<file path="config.mk">
export PLATFORM = sky130hd
export DESIGN_NAME = tone_gen_top
export DESIGN_NICKNAME = d
export VERILOG_FILES = /design/src/hdl/fixed_point_pkg.sv /design/src/hdl/cordic_pkg.sv /design/src/hdl/cordic_if.sv /design/src/hdl/phase_accum.sv /design/src/hdl/angle_fifo.sv /design/src/hdl/cordic_sincos.sv /design/src/hdl/cordic_ctrl.sv /design/src/hdl/tone_gen_top.sv
export SDC_FILE = /design/constraint.sdc
export NUM_CORES = 1
export LEC_CHECK = 0
export ABC_AREA = 0
export BUFFER_PORTS_ARGS = -buffer_cell sky130_fd_sc_hd__buf_2
export CORE_ASPECT_RATIO = 1.4
export CORE_MARGIN = 8
export CORE_UTILIZATION = 30
export CTS_CLUSTER_DIAMETER = 80
export DETAILED_ROUTE_END_ITERATION = 10
export GPL_TIMING_DRIVEN = 0
export PLACE_DENSITY = 0.54
export SLEW_MARGIN = 5
export SYNTH_ARGS = -nofsm -noshare
export SYNTH_HDL_FRONTEND = slang
export SYNTH_SLANG_ARGS = --single-unit
</file>
<file path="constraint.sdc">
create_clock -name i_clk -period 17.2 [get_ports i_clk]
set_clock_uncertainty 0.2 [all_clocks]
set_input_delay 0 -clock i_clk [delete_from_list [all_inputs] [get_ports i_clk]]
set_output_delay 0 -clock i_clk [all_outputs]
set_load 0.01 [all_outputs]
</file>
<file path="src/hdl/fixed_point_pkg.sv">
`default_nettype none

package fixed_point_pkg;

   localparam int ANGLE_W = 20;                    // total bits of angle and sample words
   localparam int FRAC_W  = 16;                    // fraction bits, 1.0 = 65536

   typedef logic signed [ANGLE_W-1:0] angle_t;     // radians, s3.16
   typedef logic signed [ANGLE_W-1:0] sample_t;    // sine / cosine value, s3.16

   localparam angle_t PI     = 20'sd205887;        // pi * 2^16
   localparam angle_t PI_2   = 20'sd102943;        // pi/2, folding threshold
   localparam angle_t TWO_PI = 20'sd411774;        // one full turn, still fits s3.16

endpackage

`default_nettype wire

</file>
<file path="src/hdl/cordic_pkg.sv">
`default_nettype none

package cordic_pkg;

   localparam int ITERATIONS = 16;                 // one rotation step per clock

   // atan(2^-i) in s3.16 radians for i = 0..15
   localparam fixed_point_pkg::angle_t ATAN_TABLE [ITERATIONS] = '{
      20'sh0c90f,                                  // atan(1)      = 0.7854
      20'sh076b1,                                  // atan(1/2)    = 0.4636
      20'sh03eb6,                                  // atan(1/4)    = 0.2450
      20'sh01fd5,                                  // atan(1/8)    = 0.1244
      20'sh00ffa,                                  // atan(1/16)
      20'sh007ff,
      20'sh003ff,
      20'sh001ff,
      20'sh000ff,                                  // from here atan(x) ~ x
      20'sh0007f,
      20'sh0003f,
      20'sh0001f,
      20'sh0000f,
      20'sh00007,
      20'sh00003,
      20'sh00001                                   // atan(2^-15) is one lsb
   };

   // start vector (1, 0) with the gain applied afterwards
   localparam fixed_point_pkg::sample_t X_INIT =
      fixed_point_pkg::sample_t'(1 << fixed_point_pkg::FRAC_W);

   // 1/2 + 1/16 + 1/32 + 1/64 = 0.609375 which is close to 1/1.6468
   localparam int GAIN_SHIFTS [4] = '{1, 4, 5, 6};

endpackage

`default_nettype wire

</file>
<file path="src/hdl/cordic_if.sv">
`timescale 1ns/1ps
`default_nettype none

interface cordic_if;
   import fixed_point_pkg::*;

   logic    req;                                   // level request from controller
   angle_t  theta;                                 // angle, stable while req is high
   sample_t sin_v;                                 // result, valid with ack
   sample_t cos_v;
   logic    ack;                                   // high from result until req falls

   modport ctrl (output req, theta, input sin_v, cos_v, ack);
   modport core (input req, theta, output sin_v, cos_v, ack);

endinterface

`default_nettype wire

</file>
<file path="src/hdl/phase_accum.sv">
`timescale 1ns/1ps
`default_nettype none

module phase_accum (
   input  wire                          i_clk,
   input  wire                          i_nrst,
   input  wire                          i_load,      // pulse, restart at i_phase0
   input  wire fixed_point_pkg::angle_t i_phase0,
   input  wire                          i_run,       // level, keep producing
   input  wire fixed_point_pkg::angle_t i_freq,      // phase step per sample
   input  wire                          i_full,
   output logic                         o_wr_en,
   output fixed_point_pkg::angle_t      o_wr_data
);
   import fixed_point_pkg::*;

   angle_t                  phase;                   // running phase, in [-pi, pi)
   angle_t                  phase_next;
   logic signed [ANGLE_W:0] sum;                     // one extra bit, pi + step may exceed s3.16
   logic signed [ANGLE_W:0] wrapped;

   assign o_wr_en   = i_run && !i_full;              // stall while fifo full, phase holds
   assign o_wr_data = phase;

   assign sum = phase + i_freq;                      // sign-extended to 21 bits

   always_comb begin
      if (sum >= PI)
         wrapped = sum - TWO_PI;                     // crossed +pi
      else if (sum < -PI)
         wrapped = sum + TWO_PI;                     // crossed -pi
      else
         wrapped = sum;
   end

   assign phase_next = wrapped[ANGLE_W-1:0];         // back in range, top bit redundant

   always_ff @(posedge i_clk or negedge i_nrst) begin
      if (!i_nrst)
         phase <= '0;
      else if (i_load)
         phase <= i_phase0;                          // load wins over stepping
      else if (o_wr_en)
         phase <= phase_next;                        // advance only on an accepted write
   end

endmodule

`default_nettype wire

</file>
<file path="src/hdl/angle_fifo.sv">
`timescale 1ns/1ps
`default_nettype none

module angle_fifo #(
   parameter int FIFO_DEPTH = 8                       // power of two
) (
   input  wire                          i_clk,
   input  wire                          i_nrst,
   input  wire                          i_wr_en,
   input  wire fixed_point_pkg::angle_t i_wr_data,
   input  wire                          i_rd_en,
   output fixed_point_pkg::angle_t      o_rd_data,    // registered, valid one cycle after i_rd_en
   output logic                         o_full,
   output logic                         o_empty
);
   import fixed_point_pkg::*;

   localparam int ADDR_W = $clog2(FIFO_DEPTH);

   angle_t            mem [FIFO_DEPTH];               // circular storage
   logic [ADDR_W:0]   wr_ptr;                         // msb is the lap bit
   logic [ADDR_W:0]   rd_ptr;
   logic              wr_ok;
   logic              rd_ok;

   assign wr_ok = i_wr_en && !o_full;                 // write into a full fifo is dropped
   assign rd_ok = i_rd_en && !o_empty;                // read from an empty fifo is dropped

   // same address, different lap -> full; identical pointers -> empty
   assign o_empty = (wr_ptr == rd_ptr);
   assign o_full  = (wr_ptr[ADDR_W] != rd_ptr[ADDR_W]) &&
                    (wr_ptr[ADDR_W-1:0] == rd_ptr[ADDR_W-1:0]);

   always_ff @(posedge i_clk or negedge i_nrst) begin
      if (!i_nrst) begin
         wr_ptr <= '0;
         rd_ptr <= '0;
      end else begin
         if (wr_ok)
            wr_ptr <= wr_ptr + 1'b1;
         if (rd_ok)
            rd_ptr <= rd_ptr + 1'b1;
      end
   end

   always_ff @(posedge i_clk) begin
      if (wr_ok)
         mem[wr_ptr[ADDR_W-1:0]] <= i_wr_data;
      if (rd_ok)
         o_rd_data <= mem[rd_ptr[ADDR_W-1:0]];        // output register, holds between reads
   end

endmodule

`default_nettype wire

</file>
<file path="src/hdl/cordic_sincos.sv">
`timescale 1ns/1ps
`default_nettype none

module cordic_sincos (
   input wire     i_clk,
   input wire     i_nrst,
   cordic_if.core bus
);
   import fixed_point_pkg::*;
   import cordic_pkg::*;

   localparam int CNT_W = $clog2(ITERATIONS) + 1;     // counts 0..ITERATIONS

   logic             more;                            // theta above +pi/2
   logic             less;                            // theta below -pi/2
   logic             fold;                            // result must be negated
   angle_t           target;                          // folded angle, within +-pi/2
   angle_t           beta;                            // angle reached so far
   angle_t           beta_next;
   angle_t           step_angle;
   logic             sigma;                           // rotation direction
   sample_t          x;                               // cosine accumulator, gain ~1.647
   sample_t          y;                               // sine accumulator
   sample_t          x_next;
   sample_t          y_next;
   sample_t          x_shift;
   sample_t          y_shift;
   logic [CNT_W-1:0] count;                           // iteration index
   logic             done;

   // multiply by ~0.609 as a sum of arithmetic shifts
   function automatic sample_t gain_corr(input sample_t v);
      sample_t acc;
      acc = '0;
      for (int k = 0; k < $size(GAIN_SHIFTS); k++)
         acc = acc + (v >>> GAIN_SHIFTS[k]);
      return acc;
   endfunction

   // bring the angle into the convergence range, sin/cos(t -+ pi) = -sin/-cos(t)
   assign more   = (bus.theta > PI_2);
   assign less   = (bus.theta < -PI_2);
   assign fold   = more || less;
   assign target = more ? bus.theta - PI :
                   less ? bus.theta + PI :
                          bus.theta;

   assign done       = (count == CNT_W'(ITERATIONS));
   assign step_angle = ATAN_TABLE[count[CNT_W-2:0]];  // index unused once done
   assign x_shift    = x >>> count;                   // arithmetic, keeps sign
   assign y_shift    = y >>> count;

   assign sigma     = (beta <= target);               // 1: still short, rotate ccw
   assign beta_next = sigma ? beta + step_angle : beta - step_angle;
   assign x_next    = sigma ? x - y_shift : x + y_shift;
   assign y_next    = sigma ? y + x_shift : y - x_shift;

   always_ff @(posedge i_clk or negedge i_nrst) begin
      if (!i_nrst) begin
         count   <= '0;
         beta    <= '0;
         x       <= X_INIT;
         y       <= '0;
         bus.ack <= 1'b0;
      end else if (!bus.req) begin                    // idle, rearm and drop ack
         count   <= '0;
         beta    <= '0;
         x       <= X_INIT;
         y       <= '0;
         bus.ack <= 1'b0;
      end else if (!done) begin
         count <= count + 1'b1;                       // one micro-rotation per clock
         beta  <= beta_next;
         x     <= x_next;
         y     <= y_next;
      end else begin
         bus.ack <= 1'b1;                             // 17th edge after req, held till req low
      end
   end

   // result register, loaded once on the same edge that raises ack
   always_ff @(posedge i_clk) begin
      if (bus.req && done && !bus.ack) begin
         bus.sin_v <= fold ? -gain_corr(y) : gain_corr(y);
         bus.cos_v <= fold ? -gain_corr(x) : gain_corr(x);
      end
   end

endmodule

`default_nettype wire

</file>
<file path="src/hdl/cordic_ctrl.sv">
`timescale 1ns/1ps
`default_nettype none

module cordic_ctrl (
   input  wire                          i_clk,
   input  wire                          i_nrst,
   input  wire                          i_empty,
   input  wire fixed_point_pkg::angle_t i_rd_data,
   output logic                         o_rd_en,      // pop, data arrives next cycle
   cordic_if.ctrl                       bus,
   output logic                         o_valid,      // one-cycle strobe per sample
   output fixed_point_pkg::angle_t      o_angle,
   output fixed_point_pkg::sample_t     o_sin,
   output fixed_point_pkg::sample_t     o_cos
);

   typedef enum logic [1:0] {
      ST_IDLE,                                        // wait for an angle
      ST_FETCH,                                       // fifo read data arriving
      ST_BUSY,                                        // req high, wait for ack
      ST_GAP                                          // req low for one cycle
   } state_t;

   state_t state;
   logic   capture;                                   // result taken this cycle

   assign o_rd_en = (state == ST_IDLE) && !i_empty;
   assign capture = (state == ST_BUSY) && bus.ack;

   always_ff @(posedge i_clk or negedge i_nrst) begin
      if (!i_nrst) begin
         state   <= ST_IDLE;
         bus.req <= 1'b0;
         o_valid <= 1'b0;
      end else begin
         o_valid <= capture;                          // pulse, cleared next cycle
         case (state)
            ST_IDLE: begin
               if (!i_empty)
                  state <= ST_FETCH;                  // pop issued this cycle
            end
            ST_FETCH: begin
               bus.req <= 1'b1;                       // theta latched on the same edge
               state   <= ST_BUSY;
            end
            ST_BUSY: begin
               if (bus.ack) begin
                  bus.req <= 1'b0;                    // release core, ack clears behind us
                  state   <= ST_GAP;
               end
            end
            ST_GAP: begin
               state <= ST_IDLE;
            end
            default: begin
               state <= ST_IDLE;
            end
         endcase
      end
   end

   // payload registers
   always_ff @(posedge i_clk) begin
      if (state == ST_FETCH)
         bus.theta <= i_rd_data;                      // held while req is high
      if (capture) begin
         o_angle <= bus.theta;                        // angle travels with its result
         o_sin   <= bus.sin_v;
         o_cos   <= bus.cos_v;
      end
   end

endmodule

`default_nettype wire

</file>
<file path="src/hdl/tone_gen_top.sv">
`timescale 1ns/1ps
`default_nettype none

module tone_gen_top #(
   parameter int FIFO_DEPTH = 8                        // angle buffer depth, power of two
) (
   input  wire                          i_clk,
   input  wire                          i_nrst,
   input  wire                          i_load,        // pulse, restart phase
   input  wire fixed_point_pkg::angle_t i_phase0,
   input  wire                          i_run,         // level, produce samples
   input  wire fixed_point_pkg::angle_t i_freq,
   output logic                         o_valid,
   output fixed_point_pkg::angle_t      o_angle,
   output fixed_point_pkg::sample_t     o_sin,
   output fixed_point_pkg::sample_t     o_cos
);
   import fixed_point_pkg::*;

   logic   wr_en;                                      // producer -> fifo
   angle_t wr_data;
   logic   full;
   logic   rd_en;                                      // fifo -> consumer
   angle_t rd_data;
   logic   empty;

   cordic_if u_cordic_bus ();                          // controller <-> core handshake

   phase_accum u_phase_accum (
      .i_clk     (i_clk),
      .i_nrst    (i_nrst),
      .i_load    (i_load),
      .i_phase0  (i_phase0),
      .i_run     (i_run),
      .i_freq    (i_freq),
      .i_full    (full),
      .o_wr_en   (wr_en),
      .o_wr_data (wr_data)
   );

   angle_fifo #(.FIFO_DEPTH(FIFO_DEPTH)) u_angle_fifo (
      .i_clk     (i_clk),
      .i_nrst    (i_nrst),
      .i_wr_en   (wr_en),
      .i_wr_data (wr_data),
      .i_rd_en   (rd_en),
      .o_rd_data (rd_data),
      .o_full    (full),
      .o_empty   (empty)
   );

   cordic_ctrl u_cordic_ctrl (
      .i_clk     (i_clk),
      .i_nrst    (i_nrst),
      .i_empty   (empty),
      .i_rd_data (rd_data),
      .o_rd_en   (rd_en),
      .bus       (u_cordic_bus.ctrl),
      .o_valid   (o_valid),
      .o_angle   (o_angle),
      .o_sin     (o_sin),
      .o_cos     (o_cos)
   );

   cordic_sincos u_cordic_sincos (
      .i_clk     (i_clk),
      .i_nrst    (i_nrst),
      .bus       (u_cordic_bus.core)
   );

endmodule

`default_nettype wire

</file>
==> results of run 1 <==
## worst paths after layout
kind | slack [ps] | end | startpoint | cells after the start
worst max-delay path | 5990 | u_cordic_sincos.beta[19] | u_cordic_ctrl.bus.theta[6] | 33
worst min-delay path | 40 | u_phase_accum.o_wr_data[19] | i_freq[19] | 6
worst max register to register | 5990 | u_cordic_sincos.beta[19] | u_cordic_ctrl.bus.theta[6] | 33
worst min register to register | 210 | u_cordic_ctrl.bus.theta[15] | u_angle_fifo.o_rd_data[15] | 0
max in group asynchronous | 16030 | u_cordic_sincos.beta[0] | i_nrst | 4
min in group asynchronous | 280 | u_phase_accum.o_wr_data[16] | i_nrst | 4
## synth_stat cells (62+ instances only)
| library cell | instances |
|---|---|
| a21oi_1 | 165 |
| ha_1 | 171 |
| nand2_1 | 273 |
| mux4_2 | 82 |
| clkbuf_1 | 92 |
| nor2_1 | 141 |
| o21ai_0 | 109 |
| fa_1 | 62 |
| xnor2_1 | 117 |
| nor3_1 | 73 |
| dfrtp_1 | 97 |
| edfxtp_1 | 300 |
| xor2_1 | 77 |
| inv_1 | 77 |
## repair_timing
action                                 CTS  global route
endpoints found under the hold margin  120             0
setup buffers                            0             0
hold buffers                            49             0
## layout make-up
| type | count | area (µm²) | share of cell area |
|---|---|---|---|
| inverter | 82 | 308 | 0.00969 |
| clock buffer | 55 | 1190 | 0.0376 |
| sequential | 398 | 11500 | 0.361 |
| tap | 1197 | 1500 | 0.0472 |
| timing repair buffer | 170 | 1230 | 0.0387 |
| clock inverter | 28 | 297 | 0.00934 |
| buffer | 120 | 482 | 0.0152 |
| multi-input combinational | 1924 | 15300 | 0.481 |
## kinds of logic after synthesis
family | after synthesis
xor+xnor | 194
buf+inv | 202
mux | 152
fa+ha+maj | 233
compound gates | 559
flops | 398
simple gates | 786
## worst max-delay path: cells and delay by family (launching register included)
kind | cells | cell delay [ps]
xor+xnor | 2 | 360
compound gates | 16 | 4550
fa+ha+maj | 2 | 500
simple gates | 10 | 3170
buf+inv | 3 | 1820
flops | 1 | 530
## routing by layer
layer	up-vias	wire, µm
li1	9916	-
met1	10100	28800
met2	516	42600
met3	183	2900
met4	0	3480
met5	-	0
## metrics by stage
step	hold slack, ps	cells	util
after global routing	31.3	3974	0.349
after floorplan	-496	2524	-
final	38.9	3974	0.349
after global placement	45.2	3824	0.324
after detailed placement	-325	3842	0.327
after CTS	0.395	3974	0.349
==> metrics.txt, run 1 <==
commonest non-fill, non-tap cell in the layout edfxtp_1; port bufs slightly above 100; cts repair resizes 0; Mean Syn Cell Area 10.9 µm²; max_cap viols 0; post-DP HPWL 59.4 mm; dpl cell area 29800 µm²; hold crit path type input pin to flop; Initial Utilization 0.302; M2 GR Usage 0.294; Clk pin slew, worst setup/hold paths about 60 ps; I/O pins 105; Synth top area share 0.328; Critical Path Start Type flop; Seq/Total Area, Yosys 0.417; later-pin clock latency in the skew report 590 ps; share of cells above drive strength 1 0.137; die span in y 374 µm; nets 3018; Yosys reg bits 398; Die Area around 100000 µm²; DRC 0; Synth Cell Area 27500 µm²; gr busiest metal met2; number of fill cells in the layout 9200; CTS tree yes; most frequent cells in the layout 300 x edfxtp_1, 273 x nand2_1, 171 x ha_1, 165 x a21oi_1, 137 x nor2_1; Tot GR Track Use 0.149; gr ovfl total 0; post-synthesis simple-gate area fraction 0.140; syn_nets 2801; final hold vios 0; die width approximately 270 µm; maximum clock insertion buffer count 3; Synth Area in XOR/XNOR 0.0619; H-tree levels 2; Syn-to-layout area delta 15.6%; area leader, netlist edfxtp_1; synth warn 0; Req. time, crit path 17500 ps; Top FF cell, synth edfxtp_1; top cells by area, synth edfxtp_1 33%, dfrtp_1 8.8%, ha_1 7.8%; largest net degree at the start of global routing 77; Final setup viols 0; initial antenna violation count 0; initial drt markers 1142; WP data arrival roughly 12000 ps; Setup TNS 0 ps; first-pass GRT wire length 121 mm; gpl congestion 0.927; antenna cells 0; Critical Setup Path Class flop to flop; max FFs per register 160; gate count after technology mapping approximately 2500; post-synthesis adder-cell area fraction 0.123; status finished clean; setup ws final ~6000 ps; Placeable Area 91000 µm²; Final Slew Violations 0; Final ANT Viol Nets 0; # rows 131; mux cell area share after synthesis 0.0965; Critical Path Max Stage Delay 890 ps; Synth Area in Compound Gates 0.132; ys async rst share 0.246; Slowest-stage cell, CP nor2_1; largest family of logic cells by synthesized area simple AND/OR/NAND/NOR gates; RSZ-0062 raised after global routing no; drt first pass iters 5; FMAX 0.0892 GHz; Post-synth EDFFs 300; Final Cycle Share 0.652; Wirelength per Cell ~20 µm; vias per cell about 5.2; met3 usage 0.0208; DP Worst Slack 5900 ps; Worst slew margin 0.246; TritonCTS buffer count 45; vias in the first global route around 22000; Critical Path Fanout Max 10; met1 Usage GRT 0.154; post-synthesis cell type count 93; Vias 20700; design area 31800 µm²; CP endpoint kind flop; Tmin final 11210 ps; CP dominant cell by count o21ai_0; Root Buffer clkbuf_16; TritonCTS sink count 398; Post-Route WL 77.8 mm; worst slew pin tran roughly 1100 ps
Power of run 1 is left out: the tool's default activity adds up to more than one toggle a clock period on the data nets, which glitch-free logic cannot reach.
==> run 2: changes to the inputs <==
--- a/config.mk
+++ b/config.mk
@@ -13,7 +13,7 @@
 export CTS_CLUSTER_DIAMETER = 80
 export DETAILED_ROUTE_END_ITERATION = 10
 export GPL_TIMING_DRIVEN = 0
-export PLACE_DENSITY = 0.54
+export PLACE_DENSITY = 0.55
 export SLEW_MARGIN = 5
 export SYNTH_ARGS = -nofsm -noshare
 export SYNTH_HDL_FRONTEND = slang
==> constraint.sdc (replaced) <==
create_clock -name i_clk -period 10.04 [get_ports i_clk]
set_clock_uncertainty 0.2 [all_clocks]
set_input_delay 0 -clock i_clk [delete_from_list [all_inputs] [get_ports i_clk]]
set_output_delay 0 -clock i_clk [all_outputs]
set_load 0.01 [all_outputs]
==> run 2 against run 1 <==
  * Critical path depth decreased by 1
  * Clock-buffer cell count increased by 2
  * Final cell count increased by 0.18%
  * Non-clock buffer count increased by 7
  * Final area increased by 0.54%
  * Wire length decreased by 0.71%
  * Maximum frequency increased by 17%
==> metrics.txt, run 2 (synthesis results as in run 1) <==
status finished clean; Clk pin slew, worst setup/hold paths 60 ps; final hold vios 0; post-DP HPWL about 59 mm; Final ANT Viol Nets 0; Tot GR Track Use 0.147; max_cap viols 0; Critical Path Fanout Max 10; max FFs per register 160; H-tree levels 2; Final Cycle Share 0.951; Tmin final around 9500 ps; FMAX 0.105 GHz; WP data arrival 9840 ps; TritonCTS buffer count 45; Worst slew margin 0.287; TritonCTS sink count approximately 400; first-pass GRT wire length 119 mm; Vias approximately 21000; number of fill cells in the layout 9094; CP endpoint kind flop; worst reg-to-reg setup slack 500 ps; Placeable Area approximately 91000 µm²; share of cells above drive strength 1 0.138; initial antenna violation count 0; die span in y approximately 370 µm; Critical Path Max Stage Delay 530 ps; drt first pass iters 6; Final setup viols 0; Post-Route WL 77.2 mm; maximum clock insertion buffer count 3; Critical Path Start Type flop; Critical Setup Path Class flop to flop; nets a little over 3000; Final Slew Violations 0; most frequent cells in the layout 300 x edfxtp_1, 273 x nand2_1, 171 x ha_1, 165 x a21oi_1, 136 x nor2_1; Root Buffer clkbuf_16; vias in the first global route 21200; largest net degree at the start of global routing 71; DP Worst Slack -1160 ps; worst slew pin tran between 1000 and 1500 ps; hold crit path type input pin to flop; Initial Utilization 0.302; commonest non-fill, non-tap cell in the layout edfxtp_1; Req. time, crit path 10340 ps; port bufs ~100; antenna cells 0; RSZ-0062 raised after global routing no; Slowest-stage cell, CP edfxtp_1; vias per cell 5.24; Wirelength per Cell roughly 19 µm; initial drt markers roughly 1200; gr ovfl total 0; later-pin clock latency in the skew report 590 ps; I/O pins 105; die width 272 µm; setup ws final 496 ps; gpl congestion 0.935; Die Area roughly 100000 µm²; CTS tree yes; Syn-to-layout area delta 16.3%; # rows 131; DRC 0
## run 2: what timing repair did
item | 4_1_cts | 5_1_grt
pin swaps | 0 | 1
hold endpoints to repair | 120 | 0
hold buffers | 55 | 0
setup endpoints to repair | 15 | 3
gates resized for setup | 8 | 6
buffers inserted | 0 | 1
## run 2: path summary, 6_finish.rpt
check                                                    from                     endpoint  cells after the start
min in group asynchronous                              i_nrst  u_phase_accum.o_wr_data[18]                      4
worst max register to register     u_cordic_ctrl.bus.theta[6]     u_cordic_sincos.beta[19]                     32
worst min register to register  u_cordic_sincos.bus.cos_v[18]      u_cordic_ctrl.o_cos[18]                      0
worst max-delay path               u_cordic_ctrl.bus.theta[6]     u_cordic_sincos.beta[19]                     32
max in group asynchronous                              i_nrst         u_cordic_sincos.y[1]                      4
worst min-delay path                                   i_load   u_phase_accum.o_wr_data[5]                      5
## run 2: metal layers
| metal | wire (µm) | vias up | track usage |
|---|---|---|---|
| li1 | - | 9927 | - |
| met1 | 28500 | 10200 | 0.152 |
| met2 | 41700 | 570 | 0.285 |
| met3 | 3400 | 194 | 0.0228 |
| met4 | 3530 | 0 | 0.0669 |
| met5 | 0 | - | 0 |
## run 2: critical path, delay by kind of cell, from the launching register on
family / cells / cell delay, ps
buf+inv: 3 / 940
compound gates: 17 / 4810
xor+xnor: 1 / 160
simple gates: 9 / 2190
fa+ha+maj: 2 / 600
flops: 1 / 530
## run 2: final cells by class
| type | instances | area (µm²) | share of cell area |
|---|---|---|---|
| flip-flops and latches | 398 | 11500 | 0.359 |
| clock inverters | 26 | 377 | 0.0118 |
| inverters | 82 | 309 | 0.00968 |
| repair buffers | 177 | 1310 | 0.0409 |
| plain buffers | 120 | 490 | 0.0154 |
| well taps | 1197 | 1500 | 0.0469 |
| multi-input cells | 1924 | 15300 | 0.479 |
| clock buffers | 57 | 1180 | 0.0370 |
## run 2: stage by stage
stage | area (µm²) | hold WS [ps] | TNS (ps) | cells | util
floorplan | 27500 | -496 | 0 | 2524 | -
global placement | 29500 | 41.8 | -5640 | 3824 | 0.324
detailed placement | 29800 | -297 | -5140 | 3842 | 0.327
CTS | 31900 | 20.0 | 0 | 3980 | 0.351
global route | 31900 | 71.4 | 0 | 3981 | 0.351
finish | 31900 | 59.2 | 0 | 3981 | 0.351
Power of run 2 is left out for the same reason.
==> run 3: changes to the inputs <==
--- a/config.mk
+++ b/config.mk
@@ -13,7 +13,7 @@
 export CTS_CLUSTER_DIAMETER = 80
 export DETAILED_ROUTE_END_ITERATION = 10
 export GPL_TIMING_DRIVEN = 0
-export PLACE_DENSITY = 0.55
+export PLACE_DENSITY = 0.54
 export SLEW_MARGIN = 5
 export SYNTH_ARGS = -nofsm -noshare
 export SYNTH_HDL_FRONTEND = slang
==> constraint.sdc (replaced) <==
create_clock -name i_clk -period 9.3 [get_ports i_clk]
set_clock_uncertainty 0.2 [all_clocks]
set_input_delay 0 -clock i_clk [delete_from_list [all_inputs] [get_ports i_clk]]
set_output_delay 0 -clock i_clk [all_outputs]
set_load 0.01 [all_outputs]
==> run 3 against run 2 <==
  * Sequential cell count unchanged
  * Clock-buffer cell count shrank 2
  * Die area is the same
  * Core utilization shrank 0.12 points
  * Worst setup slack improved by 67 ps
  * Worst hold slack worse by 20 ps
  * Final area decreased by 0.35%
  * Critical path type unchanged
  * Critical path depth unchanged
  * Final cell count shrank 0.15%
  * Register-to-register slack improved by 70 ps
==> metrics.txt, run 3 (synthesis results as in run 1) <==
Req. time, crit path 9600 ps; worst slew pin tran between 1000 and 1500 ps; initial antenna violation count 0; RSZ-0062 raised after global routing no; die span in y 374 µm; gpl congestion 0.927; initial drt markers 1125; TritonCTS sink count 398; port bufs 103; Critical Path Fanout Max 10; TritonCTS buffer count between 40 and 50; Wirelength per Cell slightly below 20 µm; number of fill cells in the layout about 9200; first-pass GRT wire length approximately 120 mm; commonest non-fill, non-tap cell in the layout edfxtp_1; CP endpoint kind flop; Critical Setup Path Class flop to flop; Critical Path Max Stage Delay around 630 ps; Final setup viols 0; Final Slew Violations 0; nets 3019; Final Cycle Share 0.939; H-tree levels 2; area of the multi-input gates 15300 µm²; max FFs per register 160; I/O pins 105; Final ANT Viol Nets 0; FMAX 0.114 GHz; Vias 20800; antenna cells 0; status finished clean; vias per cell 5.23; CTS tree yes; Initial Utilization 0.302; Post-Route WL between 70 and 80 mm; later-pin clock latency in the skew report 590 ps; # rows 131; Slowest-stage cell, CP or4b_2; Die Area 102000 µm²; share of cells above drive strength 1 0.142; Non-Filler Instances roughly 4000; Tmin final 8740 ps; Root Buffer clkbuf_16; gr ovfl total 0; Syn-to-layout area delta 15.8%; Hold Slack 39.3 ps; Critical Path Start Type flop; DRC 0; Placeable Area 91000 µm²; WP data arrival between 9000 and 10000 ps; die width 272 µm; FF/Latch Area 11500 µm²; dpl cells 3842; max_cap viols 0; maximum clock insertion buffer count 3; vias in the first global route roughly 22000; post-DP HPWL 59.4 mm; drt first pass iters 5; Tot GR Track Use 0.149; largest net degree at the start of global routing 77; hold crit path type input pin to flop; most frequent cells in the layout 300 x edfxtp_1, 273 x nand2_1, 171 x ha_1, 165 x a21oi_1, 136 x nor2_1; Clk pin slew, worst setup/hold paths 60 ps; final hold vios 0; Worst slew margin 0.245
[run 3: stage by stage]
step           utilization  instance area [µm²]  TNS, ps  worst slack (ps)
2_1_floorplan            -                27500        0              1950
3_3_place_gp         0.324                29500   -25800             -2010
3_5_place_dp         0.327                29800   -26130             -2000
4_1_cts              0.349                31800        0              74.0
5_1_grt              0.350                31800        0              7.75
6_report             0.350                31800        0               564
[run 3: path summary, 6_finish.rpt]
check                                                   start                     endpoint  slack [ps]  depth (start not counted)
worst max-delay path               u_cordic_ctrl.bus.theta[6]        u_cordic_sincos.y[16]         560                         32
worst min-delay path                              i_phase0[9]   u_phase_accum.o_wr_data[9]          40                          4
worst max register to register     u_cordic_ctrl.bus.theta[6]        u_cordic_sincos.y[16]         560                         32
worst min register to register  u_cordic_sincos.bus.cos_v[18]      u_cordic_ctrl.o_cos[18]         220                          0
max in group asynchronous                              i_nrst      u_cordic_sincos.beta[0]        8130                          4
min in group asynchronous                              i_nrst  u_phase_accum.o_wr_data[16]         280                          4
[run 3: layer usage]
metal / vias up / share of wire / global-route usage
met1: 10100 / 0.37 / 0.154
met2: 539 / 0.55 / 0.294
li1: 9909 / - / -
met4: 0 / 0.046 / 0.0659
met3: 193 / 0.039 / 0.0205
met5: - / 0 / 0
[run 3: layout make-up]
| cell class | count | area share |
|---|---|---|
| Sequential cell | 398 | 0.360 |
| Multi-Input combinational cell | 1924 | 0.482 |
| Clock buffer | 55 | 0.0375 |
| Inverter | 82 | 0.00971 |
| Clock inverter | 28 | 0.00932 |
| Buffer | 120 | 0.0155 |
| Tap cell | 1197 | 0.0471 |
| Timing Repair Buffer | 171 | 0.0389 |
[run 3: timing repair]
action / in CTS / in global routing
pin swaps: 1 / 0
endpoints found under the hold margin: 120 / 0
resized for setup: 14 / 7
endpoints found under the setup margin: 37 / 5
gates cloned: 0 / 0
setup buffers: 1 / 0
hold buffers: 49 / 0
[run 3: critical path: cells and delay by family, from the launching register on]
| family | cells | cell delay (ps) |
|---|---|---|
| AO/OA/AOI/OAI | 19 | 4150 |
| XOR/XNOR | 1 | 340 |
| adder cells (fa/ha/maj) | 2 | 600 |
| buffers and inverters | 3 | 880 |
| flip-flops | 1 | 530 |
| AND/OR/NAND/NOR | 7 | 1890 |
Power of run 3 is left out for the same reason.
